--- config.mk ---
export PLATFORM = sky130hd
export DESIGN_NAME = fetch_predict_top
export DESIGN_NICKNAME = d
export VERILOG_FILES = /design/src/source/fetch_pkg.sv /design/src/source/fetch_predict_top.sv /design/src/source/next_pc_select.sv /design/src/source/branch_predictor.sv /design/src/source/branch_scan.sv
export VERILOG_INCLUDE_DIRS = /design/src /design/src/source
export SDC_FILE = /design/constraint.sdc
export NUM_CORES = 1
export LEC_CHECK = 0
export BUFFER_PORTS_ARGS = -buffer_cell sky130_fd_sc_hd__buf_2
export CAP_MARGIN = 20
export CORE_MARGIN = 4
export CORE_UTILIZATION = 50
export CTS_BUF_LIST = sky130_fd_sc_hd__clkbuf_16
export CTS_CLUSTER_DIAMETER = 50
export DETAILED_ROUTE_END_ITERATION = 8
export HOLD_SLACK_MARGIN = 0.02
export PLACE_DENSITY_LB_ADDON = 0.05
export SYNTH_ARGS = -nofsm -noshare
export SYNTH_HDL_FRONTEND = slang
export SYNTH_HIERARCHICAL = 1
export SYNTH_SLANG_ARGS = --single-unit
--- constraint.sdc ---
create_clock -name clk -period 3.4 [get_ports clk]
set_input_delay 0.34 -clock clk [delete_from_list [all_inputs] [get_ports clk]]
set_output_delay 0.34 -clock clk [all_outputs]
set_load 0.03 [all_outputs]
--- src/source/fetch_params.svh ---
`ifndef FETCH_PARAMS_SVH
`define FETCH_PARAMS_SVH

// Instruction words per fetch bundle
`define FETCH_WIDTH 4

// Address and instruction word width
`define PC_W 16

// Opcodes sit in the top nibble of every word
`define OP_BRANCH 4'hC
`define OP_LOOP 4'hD

// Counter comes out of reset weakly taken
`define CNT_RESET 2'b10

`endif
--- src/source/fetch_pkg.sv ---
package fetch_pkg;

    ////////////////////////////////////////////////////////////////////////////
    // Instruction word views
    ////////////////////////////////////////////////////////////////////////////

    // Register ALU format
    typedef struct packed {
        logic [3:0] op;
        logic [3:0] rd;
        logic [3:0] rs;
        logic [3:0] rt;
    } alu_fmt_t;

    // Conditional branch, signed word offset from its own slot
    typedef struct packed {
        logic [3:0]         op;
        logic signed [11:0] offset;
    } br_fmt_t;

    // Loop start, offset always counts backward
    typedef struct packed {
        logic [3:0] op;
        logic [3:0] count;
        logic [7:0] offset;
    } loop_fmt_t;

    // One 16-bit word, decoded by opcode
    typedef union packed {
        alu_fmt_t  alu_fmt;
        br_fmt_t   br_fmt;
        loop_fmt_t loop_fmt;
    } instr_u;

    ////////////////////////////////////////////////////////////////////////////
    // Predictor state and fetch redirect code
    ////////////////////////////////////////////////////////////////////////////

    // Ordered so the MSB is the taken bit
    typedef enum logic [1:0] {
        CNT_SN = 2'b00,
        CNT_WN = 2'b01,
        CNT_WT = 2'b10,
        CNT_ST = 2'b11
    } pred_cnt_e;

    typedef enum logic [1:0] {
        SEL_NONE     = 2'b00,
        SEL_ONE      = 2'b10,
        SEL_REDIRECT = 2'b11
    } pc_sel_e;

endpackage

--- src/source/fetch_predict_top.sv ---
`timescale 1ns/1ns
`include "fetch_params.svh"

module fetch_predict_top (
    input  logic               clk,
    input  logic               rst_n,
    input  logic               fetch_valid,
    input  logic [`PC_W-1:0]   fetch_pc,
    input  fetch_pkg::instr_u  instr0,
    input  fetch_pkg::instr_u  instr1,
    input  fetch_pkg::instr_u  instr2,
    input  fetch_pkg::instr_u  instr3,
    input  logic               commit_branch,
    input  logic               mispredict,
    input  logic               pred_log,
    output logic               pred_valid,
    output fetch_pkg::pc_sel_e pc_sel,
    output logic [`PC_W-1:0]   next_pc,
    output logic               pred_taken
);

    // Decode to result
    logic                    scan_valid;
    logic [`PC_W-1:0]        scan_pc;
    logic [`FETCH_WIDTH-1:0] branch_mask;
    logic                    loop_found;
    logic [`PC_W-1:0]        branch_target;
    logic [`PC_W-1:0]        loop_target;

    ////////////////////////////////////////////////////////////////////////////
    // Decode, execute and result stages
    ////////////////////////////////////////////////////////////////////////////

    branch_scan i_scan (
        .clk           (clk),
        .rst_n         (rst_n),
        .fetch_valid   (fetch_valid),
        .fetch_pc      (fetch_pc),
        .instr0        (instr0),
        .instr1        (instr1),
        .instr2        (instr2),
        .instr3        (instr3),
        .scan_valid    (scan_valid),
        .scan_pc       (scan_pc),
        .branch_mask   (branch_mask),
        .loop_found    (loop_found),
        .branch_target (branch_target),
        .loop_target   (loop_target)
    );

    // Counter runs independent of the bundle flow
    branch_predictor i_pred (
        .clk           (clk),
        .rst_n         (rst_n),
        .commit_branch (commit_branch),
        .mispredict    (mispredict),
        .pred_log      (pred_log),
        .pred_taken    (pred_taken)
    );

    next_pc_select i_sel (
        .clk           (clk),
        .rst_n         (rst_n),
        .scan_valid    (scan_valid),
        .scan_pc       (scan_pc),
        .branch_mask   (branch_mask),
        .loop_found    (loop_found),
        .branch_target (branch_target),
        .loop_target   (loop_target),
        .pred_taken    (pred_taken),
        .pred_valid    (pred_valid),
        .pc_sel        (pc_sel),
        .next_pc       (next_pc)
    );

endmodule

--- src/source/next_pc_select.sv ---
`timescale 1ns/1ns
`include "fetch_params.svh"

module next_pc_select (
    input  logic                    clk,
    input  logic                    rst_n,
    input  logic                    scan_valid,
    input  logic [`PC_W-1:0]        scan_pc,
    input  logic [`FETCH_WIDTH-1:0] branch_mask,
    input  logic                    loop_found,
    input  logic [`PC_W-1:0]        branch_target,
    input  logic [`PC_W-1:0]        loop_target,
    input  logic                    pred_taken,
    output logic                    pred_valid,
    output fetch_pkg::pc_sel_e      pc_sel,
    output logic [`PC_W-1:0]        next_pc
);

    localparam int CNT_W = $clog2(`FETCH_WIDTH + 1);

    logic [CNT_W-1:0]   br_count;
    logic [`PC_W-1:0]   seq_pc;
    fetch_pkg::pc_sel_e sel_d;
    logic [`PC_W-1:0]   pc_d;

    // Branches found in the bundle
    always_comb begin
        br_count = '0;
        for (int i = 0; i < `FETCH_WIDTH; i++)
            br_count = br_count + CNT_W'(branch_mask[i]);
    end

    // Fall-through is the next bundle
    assign seq_pc = scan_pc + `PC_W'(`FETCH_WIDTH);

    ////////////////////////////////////////////////////////////////////////////
    // Select code and fetch address
    ////////////////////////////////////////////////////////////////////////////

    always_comb begin
        sel_d = fetch_pkg::SEL_NONE;
        pc_d  = seq_pc;
        if (loop_found) begin
            // Loop start overrides the counter
            sel_d = fetch_pkg::SEL_REDIRECT;
            pc_d  = loop_target;
        end else if (br_count == CNT_W'(1)) begin
            sel_d = pred_taken ? fetch_pkg::SEL_ONE : fetch_pkg::SEL_NONE;
            pc_d  = pred_taken ? branch_target : seq_pc;
        end else if (br_count != '0) begin
            // Several branches, one shared guess
            sel_d = pred_taken ? fetch_pkg::SEL_REDIRECT : fetch_pkg::SEL_NONE;
            pc_d  = pred_taken ? branch_target : seq_pc;
        end
    end

    always_ff @(posedge clk or negedge rst_n) begin
        if (!rst_n) begin
            pred_valid <= 1'b0;
            pc_sel     <= fetch_pkg::SEL_NONE;
        end else begin
            pred_valid <= scan_valid;
            pc_sel     <= scan_valid ? sel_d : fetch_pkg::SEL_NONE;
        end
    end

    always_ff @(posedge clk) begin
        if (scan_valid)
            next_pc <= pc_d;
    end

    // No redirect without a prediction
    a_sel_idle: assert property (@(posedge clk) disable iff (!rst_n)
        !pred_valid |-> pc_sel == fetch_pkg::SEL_NONE);

endmodule

--- src/source/branch_predictor.sv ---
`timescale 1ns/1ns
`include "fetch_params.svh"

module branch_predictor (
    input  logic clk,
    input  logic rst_n,
    input  logic commit_branch,
    input  logic mispredict,
    input  logic pred_log,
    output logic pred_taken
);

    fetch_pkg::pred_cnt_e cnt_q;
    fetch_pkg::pred_cnt_e cnt_d;

    ////////////////////////////////////////////////////////////////////////////
    // Saturating step
    ////////////////////////////////////////////////////////////////////////////

    function automatic fetch_pkg::pred_cnt_e step_cnt(
        input fetch_pkg::pred_cnt_e cnt,
        input logic                 up
    );
        fetch_pkg::pred_cnt_e res;
        res = cnt;
        if (up) begin
            // Stuck at strongly taken
            if (cnt != fetch_pkg::CNT_ST)
                res = fetch_pkg::pred_cnt_e'(cnt + 2'd1);
        end else begin
            // Stuck at strongly not taken
            if (cnt != fetch_pkg::CNT_SN)
                res = fetch_pkg::pred_cnt_e'(cnt - 2'd1);
        end
        return res;
    endfunction

    // Commit trains toward the logged guess, mispredict pushes away
    always_comb begin
        cnt_d = cnt_q;
        if (commit_branch)
            cnt_d = step_cnt(cnt_q, pred_log);
        else if (mispredict)
            cnt_d = step_cnt(cnt_q, !pred_log);
    end

    always_ff @(posedge clk or negedge rst_n) begin
        if (!rst_n)
            cnt_q <= fetch_pkg::pred_cnt_e'(`CNT_RESET);
        else
            cnt_q <= cnt_d;
    end

    // Upper half of the range means taken
    assign pred_taken = cnt_q[1];

    ////////////////////////////////////////////////////////////////////////////
    // Checks
    ////////////////////////////////////////////////////////////////////////////

    // Never skips a state
    a_one_step: assert property (@(posedge clk) disable iff (!rst_n)
        (int'(cnt_q) - int'($past(cnt_q))) inside {-1, 0, 1});

    // Idle strobes hold the counter
    a_hold: assert property (@(posedge clk) disable iff (!rst_n)
        !commit_branch && !mispredict |=> $stable(cnt_q));

endmodule

--- src/source/branch_scan.sv ---
`timescale 1ns/1ns
`include "fetch_params.svh"

module branch_scan (
    input  logic                    clk,
    input  logic                    rst_n,
    input  logic                    fetch_valid,
    input  logic [`PC_W-1:0]        fetch_pc,
    input  fetch_pkg::instr_u       instr0,
    input  fetch_pkg::instr_u       instr1,
    input  fetch_pkg::instr_u       instr2,
    input  fetch_pkg::instr_u       instr3,
    output logic                    scan_valid,
    output logic [`PC_W-1:0]        scan_pc,
    output logic [`FETCH_WIDTH-1:0] branch_mask,
    output logic                    loop_found,
    output logic [`PC_W-1:0]        branch_target,
    output logic [`PC_W-1:0]        loop_target
);

    // Bundle as an indexable array
    fetch_pkg::instr_u       words    [`FETCH_WIDTH];
    logic [`PC_W-1:0]        slot_pc  [`FETCH_WIDTH];
    logic [`PC_W-1:0]        br_tgt   [`FETCH_WIDTH];
    logic [`PC_W-1:0]        loop_tgt [`FETCH_WIDTH];
    logic [`FETCH_WIDTH-1:0] is_br;
    logic [`FETCH_WIDTH-1:0] is_loop;
    logic [`PC_W-1:0]        br_tgt_sel;
    logic [`PC_W-1:0]        loop_tgt_sel;

    assign words[0] = instr0;
    assign words[1] = instr1;
    assign words[2] = instr2;
    assign words[3] = instr3;

    ////////////////////////////////////////////////////////////////////////////
    // Per-slot decode
    ////////////////////////////////////////////////////////////////////////////

    for (genvar i = 0; i < `FETCH_WIDTH; i++) begin : g_slot
        // Word address within the bundle
        assign slot_pc[i] = fetch_pc + `PC_W'(i);

        // Opcode field is common to every view
        assign is_br[i]   = (words[i].alu_fmt.op == `OP_BRANCH);
        assign is_loop[i] = (words[i].alu_fmt.op == `OP_LOOP);

        // Sign-extended branch offset wraps at 2^16
        assign br_tgt[i] = slot_pc[i]
                         + {{(`PC_W - 12){words[i].br_fmt.offset[11]}},
                            words[i].br_fmt.offset};

        // Loop body lies behind the loop start
        assign loop_tgt[i] = slot_pc[i] - {{(`PC_W - 8){1'b0}}, words[i].loop_fmt.offset};
    end

    // Lowest slot of each kind wins
    always_comb begin
        br_tgt_sel   = br_tgt[0];
        loop_tgt_sel = loop_tgt[0];
        for (int i = `FETCH_WIDTH - 1; i >= 0; i--) begin
            if (is_br[i])
                br_tgt_sel = br_tgt[i];
            if (is_loop[i])
                loop_tgt_sel = loop_tgt[i];
        end
    end

    ////////////////////////////////////////////////////////////////////////////
    // Decode stage registers
    ////////////////////////////////////////////////////////////////////////////

    // Findings cleared on idle cycles
    always_ff @(posedge clk or negedge rst_n) begin
        if (!rst_n) begin
            scan_valid  <= 1'b0;
            branch_mask <= '0;
            loop_found  <= 1'b0;
        end else begin
            scan_valid  <= fetch_valid;
            branch_mask <= fetch_valid ? is_br : '0;
            loop_found  <= fetch_valid & (|is_loop);
        end
    end

    // Addresses only captured with a bundle
    always_ff @(posedge clk) begin
        if (fetch_valid) begin
            scan_pc       <= fetch_pc;
            branch_target <= br_tgt_sel;
            loop_target   <= loop_tgt_sel;
        end
    end

    // No findings reach the result stage without a valid bundle
    a_idle_clears: assert property (@(posedge clk) disable iff (!rst_n)
        !scan_valid |-> branch_mask == '0 && !loop_found);

endmodule

* Word-level counts from Yosys, hierarchy flattened
Cells that the tools add are included.
** Cells by class
- Muxes and demuxes :: 25
- Bitwise operators :: 1
- Reductions and logical operators :: 4
- Eq/ne operators :: 10
- Add/sub/neg operators :: 17
** Operators by type and width (count)
- $mux W16 :: 12
- $add A16 B16 Y16 :: 4
- $sub A16 B8 Y16 :: 4
- $add A16 B2 Y16 const B :: 2
- $eq A4 B4 Y1 const B :: 8
- $mux W2 :: 12
- $add A16 B1 Y16 const B :: 1
- $add A16 B3 Y16 const B :: 1
- $add A3 B1 Y3 :: 2
- $mux W4 :: 1
- $reduce_bool A2 Y1 :: 2
- $reduce_or A4 Y1 :: 1
- $eq A3 B1 Y1 const B :: 1
- $reduce_bool A3 Y1 :: 1
- $add A1 B1 Y2 :: 1
- $add A2 B1 Y2 const B :: 1
- $ne A2 B2 Y1 const B :: 1
- $sub A2 B1 Y2 const B :: 1
- $and A1 B1 Y1 :: 1
** Word-level totals
- Bits of input ports :: 86
- Output and inout port bits :: 20
- Flip-flop bits (word level) :: 75
- Word-level logic and storage cells :: 67

* Longest topological paths before layout
Gate-level depths: netlist of run 1.
- Word-level depth :: 8
- Mapped depth :: 16
- Mapped depth without buffers :: 15

* Cells and area by module
Netlist of run 1, hierarchy kept.
** By module, submodules not included
- branch_scan :: sequential area each 1591.5 um^2, times used 1, cells an instance 1114, area an instance 8887.3 um^2
- next_pc_select :: sequential area each 555.5 um^2, times used 1, cells an instance 129, area an instance 1263.7 um^2
- branch_predictor :: sequential area each 51.3 um^2, times used 1, cells an instance 17, area an instance 152.6 um^2

* Least setup slack after synthesis of run 1
OpenSTA, ideal clock, no wires.
- Path kind :: input to register
- Start point :: input fetch_pc[1]
- End point :: register i_scan.loop_target[15], data pin
- Data arrival time :: 3364 ps
- Path buffers :: 2
- Data required time :: 3132 ps
- Library setup time :: 268 ps
- Setup slack :: -231 ps
- Stages :: 13
- Cell sequence :: inv_1 > ha_1 > clkbuf_1 > xnor2_1 > ha_1 > clkbuf_1 > o21ai_1 > a21boi_0 > o311ai_0 > nand4b_1 > xnor2_1 > a221oi_1 > a211oi_2
** On the way
- Longest elaborated chain between the ends :: 6
- Elaborated cells on any way between the ends :: 11
- Classes of those cells :: 7 x add/sub; 4 x mux
** Ends and longest elaborated chain
- start: declaration :: RTL line fetch_predict_top.sv:8 : input logic [`PC_W-1:0] fetch_pc,
- $add A16 B2 Y16 :: RTL line branch_scan.sv:42 : assign slot_pc[i] = fetch_pc + `PC_W'(i);
- $sub A16 B8 Y16 :: RTL line branch_scan.sv:54 : assign loop_tgt[i] = slot_pc[i] - {{(`PC_W - 8){1'b0}}, words[i].loop_fmt.offset};
- $mux W16 (3 in series) :: RTL line branch_scan.sv:64 : if (is_loop[i])
- $mux W16 * :: RTL line branch_scan.sv:64
- named net i_scan.loop_tgt_sel[15] :: RTL line branch_scan.sv:29 : logic [`PC_W-1:0] loop_tgt_sel;
- end signal: assignment :: RTL line branch_scan.sv:91 : loop_target <= loop_tgt_sel;
- end: declaration :: RTL line branch_scan.sv:18 : output logic [`PC_W-1:0] loop_target
Mark *: on every way through the listed nets, which the timed path passes. The rest lies on a longest branch.
A chain may end at the register's enable or synchronous reset.

* Worst setup path in the final report of run 1
- Start point :: input fetch_pc[2]
- End point :: register i_scan.branch_target[15], data pin
** On the way
- Longest elaborated chain between the ends :: 6
- Elaborated cells on any way between the ends :: 11
- Classes of those cells :: 7 x add/sub; 4 x mux
** Ends and longest elaborated chain
- $add A16 B2 Y16 :: RTL line branch_scan.sv:42
- $add A16 B16 Y16 :: RTL line branch_scan.sv:49 : assign br_tgt[i] = slot_pc[i]
- $mux W16 (3 in series) :: RTL line branch_scan.sv:62 : if (is_br[i])
- $mux W16 * :: RTL line branch_scan.sv:62
- named net i_scan.br_tgt_sel[15] :: RTL line branch_scan.sv:28 : logic [`PC_W-1:0] br_tgt_sel;
- end signal: assignment :: RTL line branch_scan.sv:90 : branch_target <= br_tgt_sel;
- end: declaration :: RTL line branch_scan.sv:17 : output logic [`PC_W-1:0] branch_target,
Marked as above.

==> results of run 1 <==
[metrics by stage]
stage | utilization | instance area [sq um] | setup TNS (ns)
6_report | 0.648 | 13100 | 0
3_5_place_dp | 0.623 | 12600 | -2.79
5_1_grt | 0.648 | 13100 | -0.110
2_1_floorplan | - | 10300 | 0
3_3_place_gp | 0.623 | 12600 | -2.21
4_1_cts | 0.640 | 12900 | 0
[path summary, 6_finish.rpt]
path | start | endpoint | slack (ns) | cells past startpoint
max in group asynchronous | rst_n | i_pred/cnt_q[1] | 2.70 | 2
min in group asynchronous | rst_n | i_sel/pc_sel[0] | 0.42 | 2
worst max register to register | i_scan/branch_mask[0] | i_sel/next_pc[7] | 0.66 | 8
worst min register to register | i_scan/loop_target[3] | i_sel/next_pc[3] | 0.53 | 2
worst max-delay path | fetch_pc[2] | i_scan/branch_target[15] | 0.04 | 16
worst min-delay path | commit_branch | i_pred/cnt_q[0] | 0.28 | 2
[layer usage]
metal / up-vias / track usage
li1: 5225 / -
met4: 0 / 0.109
met1: 5079 / 0.424
met2: 415 / 0.498
met3: 82 / 0.0705
met5: - / 0
[power groups by stage]
stage	logic (mW)	clock network (mW)	registers (mW)
after floorplan	1.16	0	1.29
after global placement	1.96	0	1.26
after detailed placement	1.98	0	1.26
after CTS	1.99	1.02	1.24
after global routing	2.24	1.06	1.26
final	2.06	1.01	1.24
[cell usage after synthesis, types with 14 or more instances]
cell type	number
or3_1	24
nor4_1	15
edfxtp_1	64
o21bai_1	15
nor2_1	101
inv_1	80
ha_1	102
o211ai_1	18
nand3_1	32
a221oi_1	14
o21ai_0	73
a21o_1	16
a211oi_1	27
nor3_1	43
xor2_1	34
nand2b_1	20
nand2_1	86
nor2b_1	21
a21oi_1	72
clkbuf_1	40
xnor2_1	96
[flip-flops by register name, indices dropped and copies added, names as in the netlist]
signal	flops
i_sel/pred_valid	1
i_scan/branch_mask	4
i_scan/loop_found	1
i_sel/next_pc	16
i_scan/scan_pc	16
i_scan/loop_target	16
i_pred/cnt_q	2
i_scan/branch_target	16
i_sel/pc_sel	2
i_scan/scan_valid	1
[cells by family after synthesis]
logic type                 synth area share
and+or+nand+nor                       0.232
AOI/OAI and AO/OA                     0.235
buffers and inverters                0.0565
xor gates and xnor gates              0.113
adders and majority gates             0.141
DFF                                   0.213
muxes                               0.00899
[worst max-delay path, delay by kind of cell]
| kind | cells | cell delay [ns] |
|---|---|---|
| buffers and inverters | 4 | 0.51 |
| AND/OR/NAND/NOR | 6 | 1.30 |
| adder cells (fa/ha/maj) | 1 | 0.31 |
| AO/OA/AOI/OAI | 5 | 0.97 |
[repair_timing]
item	CTS	global route
hold buffers	1	0
hold endpoints to repair	10	0
gates cloned	0	0
endpoints found under the setup margin	1	11
pin swaps	0	7
resized for setup	1	23
setup buffers	0	5
[area by class of cell]
| cell class | instances | area, sq um | area share |
|---|---|---|---|
| Tap cell | 270 | 338 | 0.0258 |
| Timing Repair Buffer | 335 | 2270 | 0.174 |
| Inverter | 80 | 300 | 0.0229 |
| Clock buffer | 9 | 225 | 0.0172 |
| Multi-Input combinational cell | 1045 | 7680 | 0.586 |
| Clock inverter | 7 | 87.6 | 0.00668 |
| Sequential cell | 75 | 2200 | 0.168 |
[layout by cell type, fill, tap and decap left out, types with 8 or more instances in the layout]
cell type and count:
nor4_1 13, and3_1 8, buf_4 227, o31ai_1 12, a31oi_1 13, dfrtp_1 10
or3_1 24, xnor2_1 92, nor3b_1 10, edfxtp_1 64, nor2b_1 21, nand2b_1 20
a211oi_1 24, clkbuf_16 9, a221oi_1 12, inv_1 83, xor2_1 33, o21bai_1 15
a21oi_1 69, a21o_1 16, nor3_1 39, nand3_1 32, nand3b_1 9, o21ai_0 72
fa_1 9, buf_2 105, o211ai_1 18, o22ai_1 9, nor2_1 99, ha_1 101
o21a_1 11, nand4_1 13, nand2_1 86, and2_1 10, or2_2 9
==> summary.md, run 1 <==
| Metric | Value |
|---|---|
| Met1 WL | 15900 um |
| Crit Path Category | in -> reg |
| Mapped Area | 0.0103 sq mm |
| Tmin final | 3.36 ns |
| Post-synth top flop | edfxtp_1 |
| Largest cells by area after synthesis | edfxtp_1 19%, ha_1 12%, xnor2_1 8.2%, nor2_1 3.7%, o21ai_0 3.5% |
| Setup Viol. Count Final | 0 |
| Clk_lat worst skew | 0.34 ns |
| Final Worst Setup Slack | 0.0385 ns |
| Root Buffer | clkbuf_16 |
| Clock group share of total power | 0.235 |
| CTS clk-pin slew, worst paths | 0.06 ns |
| CP max-delay cell | a211oi_2 |
| Initial antenna violation count | 0 |
| RD Place Congestion | 0.998 |
| Vias in the first global route | 10163 |
| Synth cell types | 92 |
| Core Area | 0.0202 sq mm |
| RSZ-0062 raised after global routing | true |
| Fmax achieved | 0.297 GHz |
| Residual DRC | 0 |
| Area share of the largest cell type after synthesis | 0.187 |
| Post-DRT Antenna Nets | 0 |
| Register area share after synthesis | 0.213 |
| Final wirelength | 36600 um |
| Area growth syn-to-layout | 27.2% |
| Warnings from Yosys | 6 |
| Synthesized Nets | 1457 |
| Final critical-path share of the clock period | 0.989 |
| Global-route wire length before repair | 55300 um |
| Pre-Repair DR Iteration Count | 6 |
| Switching Fraction | 0.371 |
| Met3 Routed Length | 3190 um |
| Total die area | 0.0230 sq mm |
| Cells along the critical path | buf_2 > buf_4 > and4_4 > a31oi_1 > nor2_1 > inv_1 > ha_1 > buf_4 > and3b_1 > nand4_1 > a211oi_2 > a211oi_2 > or3_1 > a32o_1 > nand2_1 > o211ai_1 |
| Final non-filler cell total | 1821 |
| CP peak stage delay | 0.40 ns |
| ANT cells | 0 |
| I/O pin total | 106 |
| Yosys top cell by area | edfxtp_1 |
| Clk sink count | 75 |
| Setup crit end kind | flop |
| Largest net degree at the start of global routing | 40 |
| Cts bufs inserted | 9 |
| CP Launch Type | input pin |
| IO buf count | 105 |
| Max_cap viols | 0 |
| Total GRT Usage | 0.314 |
| Hold crit path type | in -> reg |
| Pwr/cell area | 329 mW/mm^2 |
| Sequential power share | 0.287 |
| Starting Density | 0.509 |
| Endpoints failing hold | 0 |
| Dpl cells | 1798 |
| Net switching power | 1.60 mW |
| Number of synthesized flops with an enable pin | 64 |
| WL met2 | 16200 um |
| Post-place setup slack | -0.390 ns |
| Synth async-reset ratio | 0.147 |
| P_leak | 5.67 nW |
| Via-per-instance ratio | 5.93 |
| Max Root-Sink Buffers | 2 |
| Hold_ws | 0.276 ns |
| Peak supply drop | 198 uV |
| Clock skew after layout | 0.00769 ns |
| Outcome | completed |
| Arr. time, crit path | 3.44 ns |
| # rows | 52 |
| Syn_area_per_cell | 8.18 sq um |
| Nets | 1743 |
| Slew HR | 0.412 |
| Wire per inst | 20.1 um |
| Via count | 10801 |
| CTS tree | yes |
| Post-DP HPWL | 30400 um |
| Gate power share | 0.477 |
| Least-Margin Pin Slew | 0.881 ns |
| WP data required | 3.48 ns |
| Grt ovf | 0 |
| Gate Count Post-Synth | 1260 |
| Pint | 2.71 mW |
| Htree depth | 3 |
| DRC marker count from the first detailed-route iteration | 747 |
| Share of cells above drive strength 1 | 0.268 |
| Worst Path Max Fanout | 9 |
| Post-synthesis register bit count | 75 |
| Fill count | 1851 |
| Uppermost layer routed | met4 |
| Die height | 152 um |
| Die Width | 152 um |
| Total power | 4.31 mW |
| Max-slew violations | 0 |
No activity file was read; power rests on OpenSTA's default activity.
==> run 2, diff against run 1 <==
- REMOVE_ABC_BUFFERS: unset -> 1
==> run 2 against run 1 <==
- design area increased by 0.18%
- worst setup slack improved by 0.081 ns
- register-to-register slack got worse by 0.03 ns
- total power increased by 1.0%
- via count increased by 0.90%
- combinational power about the same
- sequential share of layout area about the same
- die area unchanged
- routed wire length increased by 2.0%
- largest cell class unchanged
- largest power group unchanged
- highest routed layer unchanged
==> summary.md, run 2 (same netlist as run 1, synthesis figures left out) <==
| Metric | Value |
|---|---|
| Global-route wire length before repair | 57200 um (+3.5%) |
| ANT cells | 0 (unchanged) |
| Max Root-Sink Buffers | 2 (unchanged) |
| Hold Path Depth | 2 (unchanged) |
| CP peak stage delay | 0.53 ns (+0.13 ns) |
| Area after DPL | 0.0127 sq mm (+0.98%) |
| Final wirelength | 37300 um (+2.0%) |
| Via-per-instance ratio | 5.95 (+0.24%) |
| Area growth syn-to-layout | 27.4% |
| Pwr/cell area | 332 mW/mm^2 (+0.82%) |
| Largest delay share family, worst path | compound AO/OA/AOI/OAI gates |
| Post-DRT Antenna Nets | 0 (unchanged) |
| Die height | 152 um (unchanged) |
| Hold_ws | 0.274 ns (-0.00213 ns) |
| RD Place Congestion | 1.00 (+0.58%) |
| Max_cap viols | 0 (unchanged) |
| Arr. time, crit path | 3.36 ns (-0.08 ns) |
| Final instance area | 0.0131 sq mm (+0.18%) |
| Via count | 10898 (+0.90%) |
| Slew HR | 0.470 (+0.0576) |
| RSZ-0062 raised after global routing | false |
| Cells along the critical path | buf_2 > buf_4 > ha_1 > xor2_1 > ha_1 > o21a_1 > o21ai_0 > a21oi_1 > o31a_1 > or4_1 > a211oi_1 > a211oi_2 |
| CP Depth | 12 (-4) |
| WP data required | 3.48 ns (about the same) |
| Endpoints failing hold | 0 (unchanged) |
| Fin Setup TNS | 0 ns (unchanged) |
| Clk_lat worst skew | 0.35 ns (about the same) |
| Hold crit path type | in -> reg |
| Dpl cells | 1816 (+1.0%) |
| CTS clk-pin slew, worst paths | 0.06 ns (about the same) |
| Total die area | 0.0230 sq mm (unchanged) |
| Worst Path Max Fanout | 7 (-2) |
| Total GRT Usage | 0.325 (+0.0107) |
| Critical path's most frequent cell | ha_1 |
| Fmax achieved | 0.305 GHz (+2.5%) |
| P_leak | 5.69 nW (+0.39%) |
| Die Width | 152 um (unchanged) |
| DRC marker count from the first detailed-route iteration | 981 (+31%) |
| Htree depth | 3 (unchanged) |
| Wire per inst | 20.3 um (+1.3%) |
| Max-slew violations | 0 (unchanged) |
| Final critical-path share of the clock period | 0.965 (-0.0239) |
| Vias in the first global route | 10444 (+2.8%) |
| IO buf count | 105 (unchanged) |
| Starting Density | 0.509 (unchanged) |
| CP Launch Type | input pin |
| Nets | 1755 (+0.69%) |
| Commonest non-fill, non-tap cell in the layout | buf_4 |
| # rows | 52 (unchanged) |
| Largest net degree at the start of global routing | 30 (-25%) |
| CP max-delay cell | or4_1 |
| Cts bufs inserted | 9 (unchanged) |
| Final non-filler cell total | 1833 (+0.66%) |
| Share of cells above drive strength 1 | 0.267 (about the same) |
| CTS tree | yes |
| Setup Viol. Count Final | 0 (unchanged) |
| Pre-Repair DR Iteration Count | 6 (unchanged) |
| Least-Margin Pin Slew | 0.791 ns (-0.0908 ns) |
| Root Buffer | clkbuf_16 |
| Peak supply drop | 281 uV (+42%) |
| Residual DRC | 0 (unchanged) |
| Post-DP HPWL | 31000 um (+2.2%) |
| I/O pin total | 106 (unchanged) |
| Crit Path Category | in -> reg |
| Grt ovf | 0 (unchanged) |
| Setup crit end kind | flop |
| Outcome | completed |
| Commonest non-fill, non-tap cells in the layout | 240 x buf_4, 105 x buf_2, 102 x ha_1, 101 x nor2_1, 95 x xnor2_1 |
| Fill count | 1822 (-1.6%) |
| Tmin final | 3.28 ns (-0.0812 ns) |
| Core Area | 0.0202 sq mm (unchanged) |
| Initial antenna violation count | 0 (unchanged) |
| CP Buf/Inv Count | 2 (-2) |
| Worst R2R Path Depth | 8 (unchanged) |
| Clk sink count | 75 (unchanged) |
| Clock skew after layout | 0.0135 ns (+0.00584 ns) |
## run 2: cell types whose count changed in the layout (fill, tap and decap cells not counted), moves of 3 or more
| cell | delta |
|---|---|
| buf_4 | +13 |
| xnor2_1 | +3 |
| xnor2_2 | -3 |
| clkinvlp_4 | +3 |
## run 2: path summary, 6_finish.rpt
check	from	to	slack, ns
worst max-delay path	fetch_pc[1]	i_scan/loop_target[15]	0.12
max in group asynchronous	rst_n	i_pred/cnt_q[1]	2.70
worst min register to register	i_scan/loop_target[5]	i_sel/next_pc[5]	0.53
worst max register to register	i_scan/branch_mask[0]	i_sel/next_pc[10]	0.63
min in group asynchronous	rst_n	i_scan/loop_found	0.42
worst min-delay path	commit_branch	i_pred/cnt_q[0]	0.27
## run 2: stage by stage
stage | utilization | worst slack, ns | power [mW]
finish | 0.649 | 0.120 | 4.36
global route | 0.649 | 0.00257 | 4.60
CTS | 0.646 | 0.107 | 4.33
detailed placement | 0.629 | -0.236 | 3.28
global placement | 0.629 | -0.263 | 3.25
floorplan | - | -0.192 | 2.41
## run 2: what timing repair did
| item | in CTS | in global routing |
|---|---|---|
| hold buffers | 1 | 0 |
| gates resized for setup | 0 | 16 |
| setup endpoints to repair | 0 | 6 |
| setup buffers | 0 | 0 |
| endpoints found under the hold margin | 10 | 0 |
## run 2: cell type report
cell class	instances	area, sq um	area share
clock buffers	9	225	0.0172
clock inverters	7	93.8	0.00715
inverters	80	300	0.0229
multi-input cells	1045	7620	0.580
flip-flops and latches	75	2200	0.167
well taps	270	338	0.0257
repair buffers	347	2360	0.180
## run 2: worst reg2reg max path, cell delays in order (launching register included)
cell	delay (ns)
dfrtp_1	0.32
inv_1	0.05
fa_1	0.53
inv_1	0.04
ha_1	0.17
ha_1	0.33
o31a_1	0.56
nor2_1	0.24
a221oi_1	0.35
## run 2: routing by layer
layer / track usage / vias up / routed length [um]
met5: 0 / - / 0
met1: 0.432 / 5116 / 15900
met4: 0.115 / 0 / 1350
met3: 0.0544 / 74 / 3120
li1: - / 5256 / -
met2: 0.535 / 452 / 16900
## run 2: where the power goes
group	internal, mW	switching, mW
Sequential	1.16	0.0825
Clock	0.640	0.393
Combinational	0.950	1.13
Total	2.75	1.61
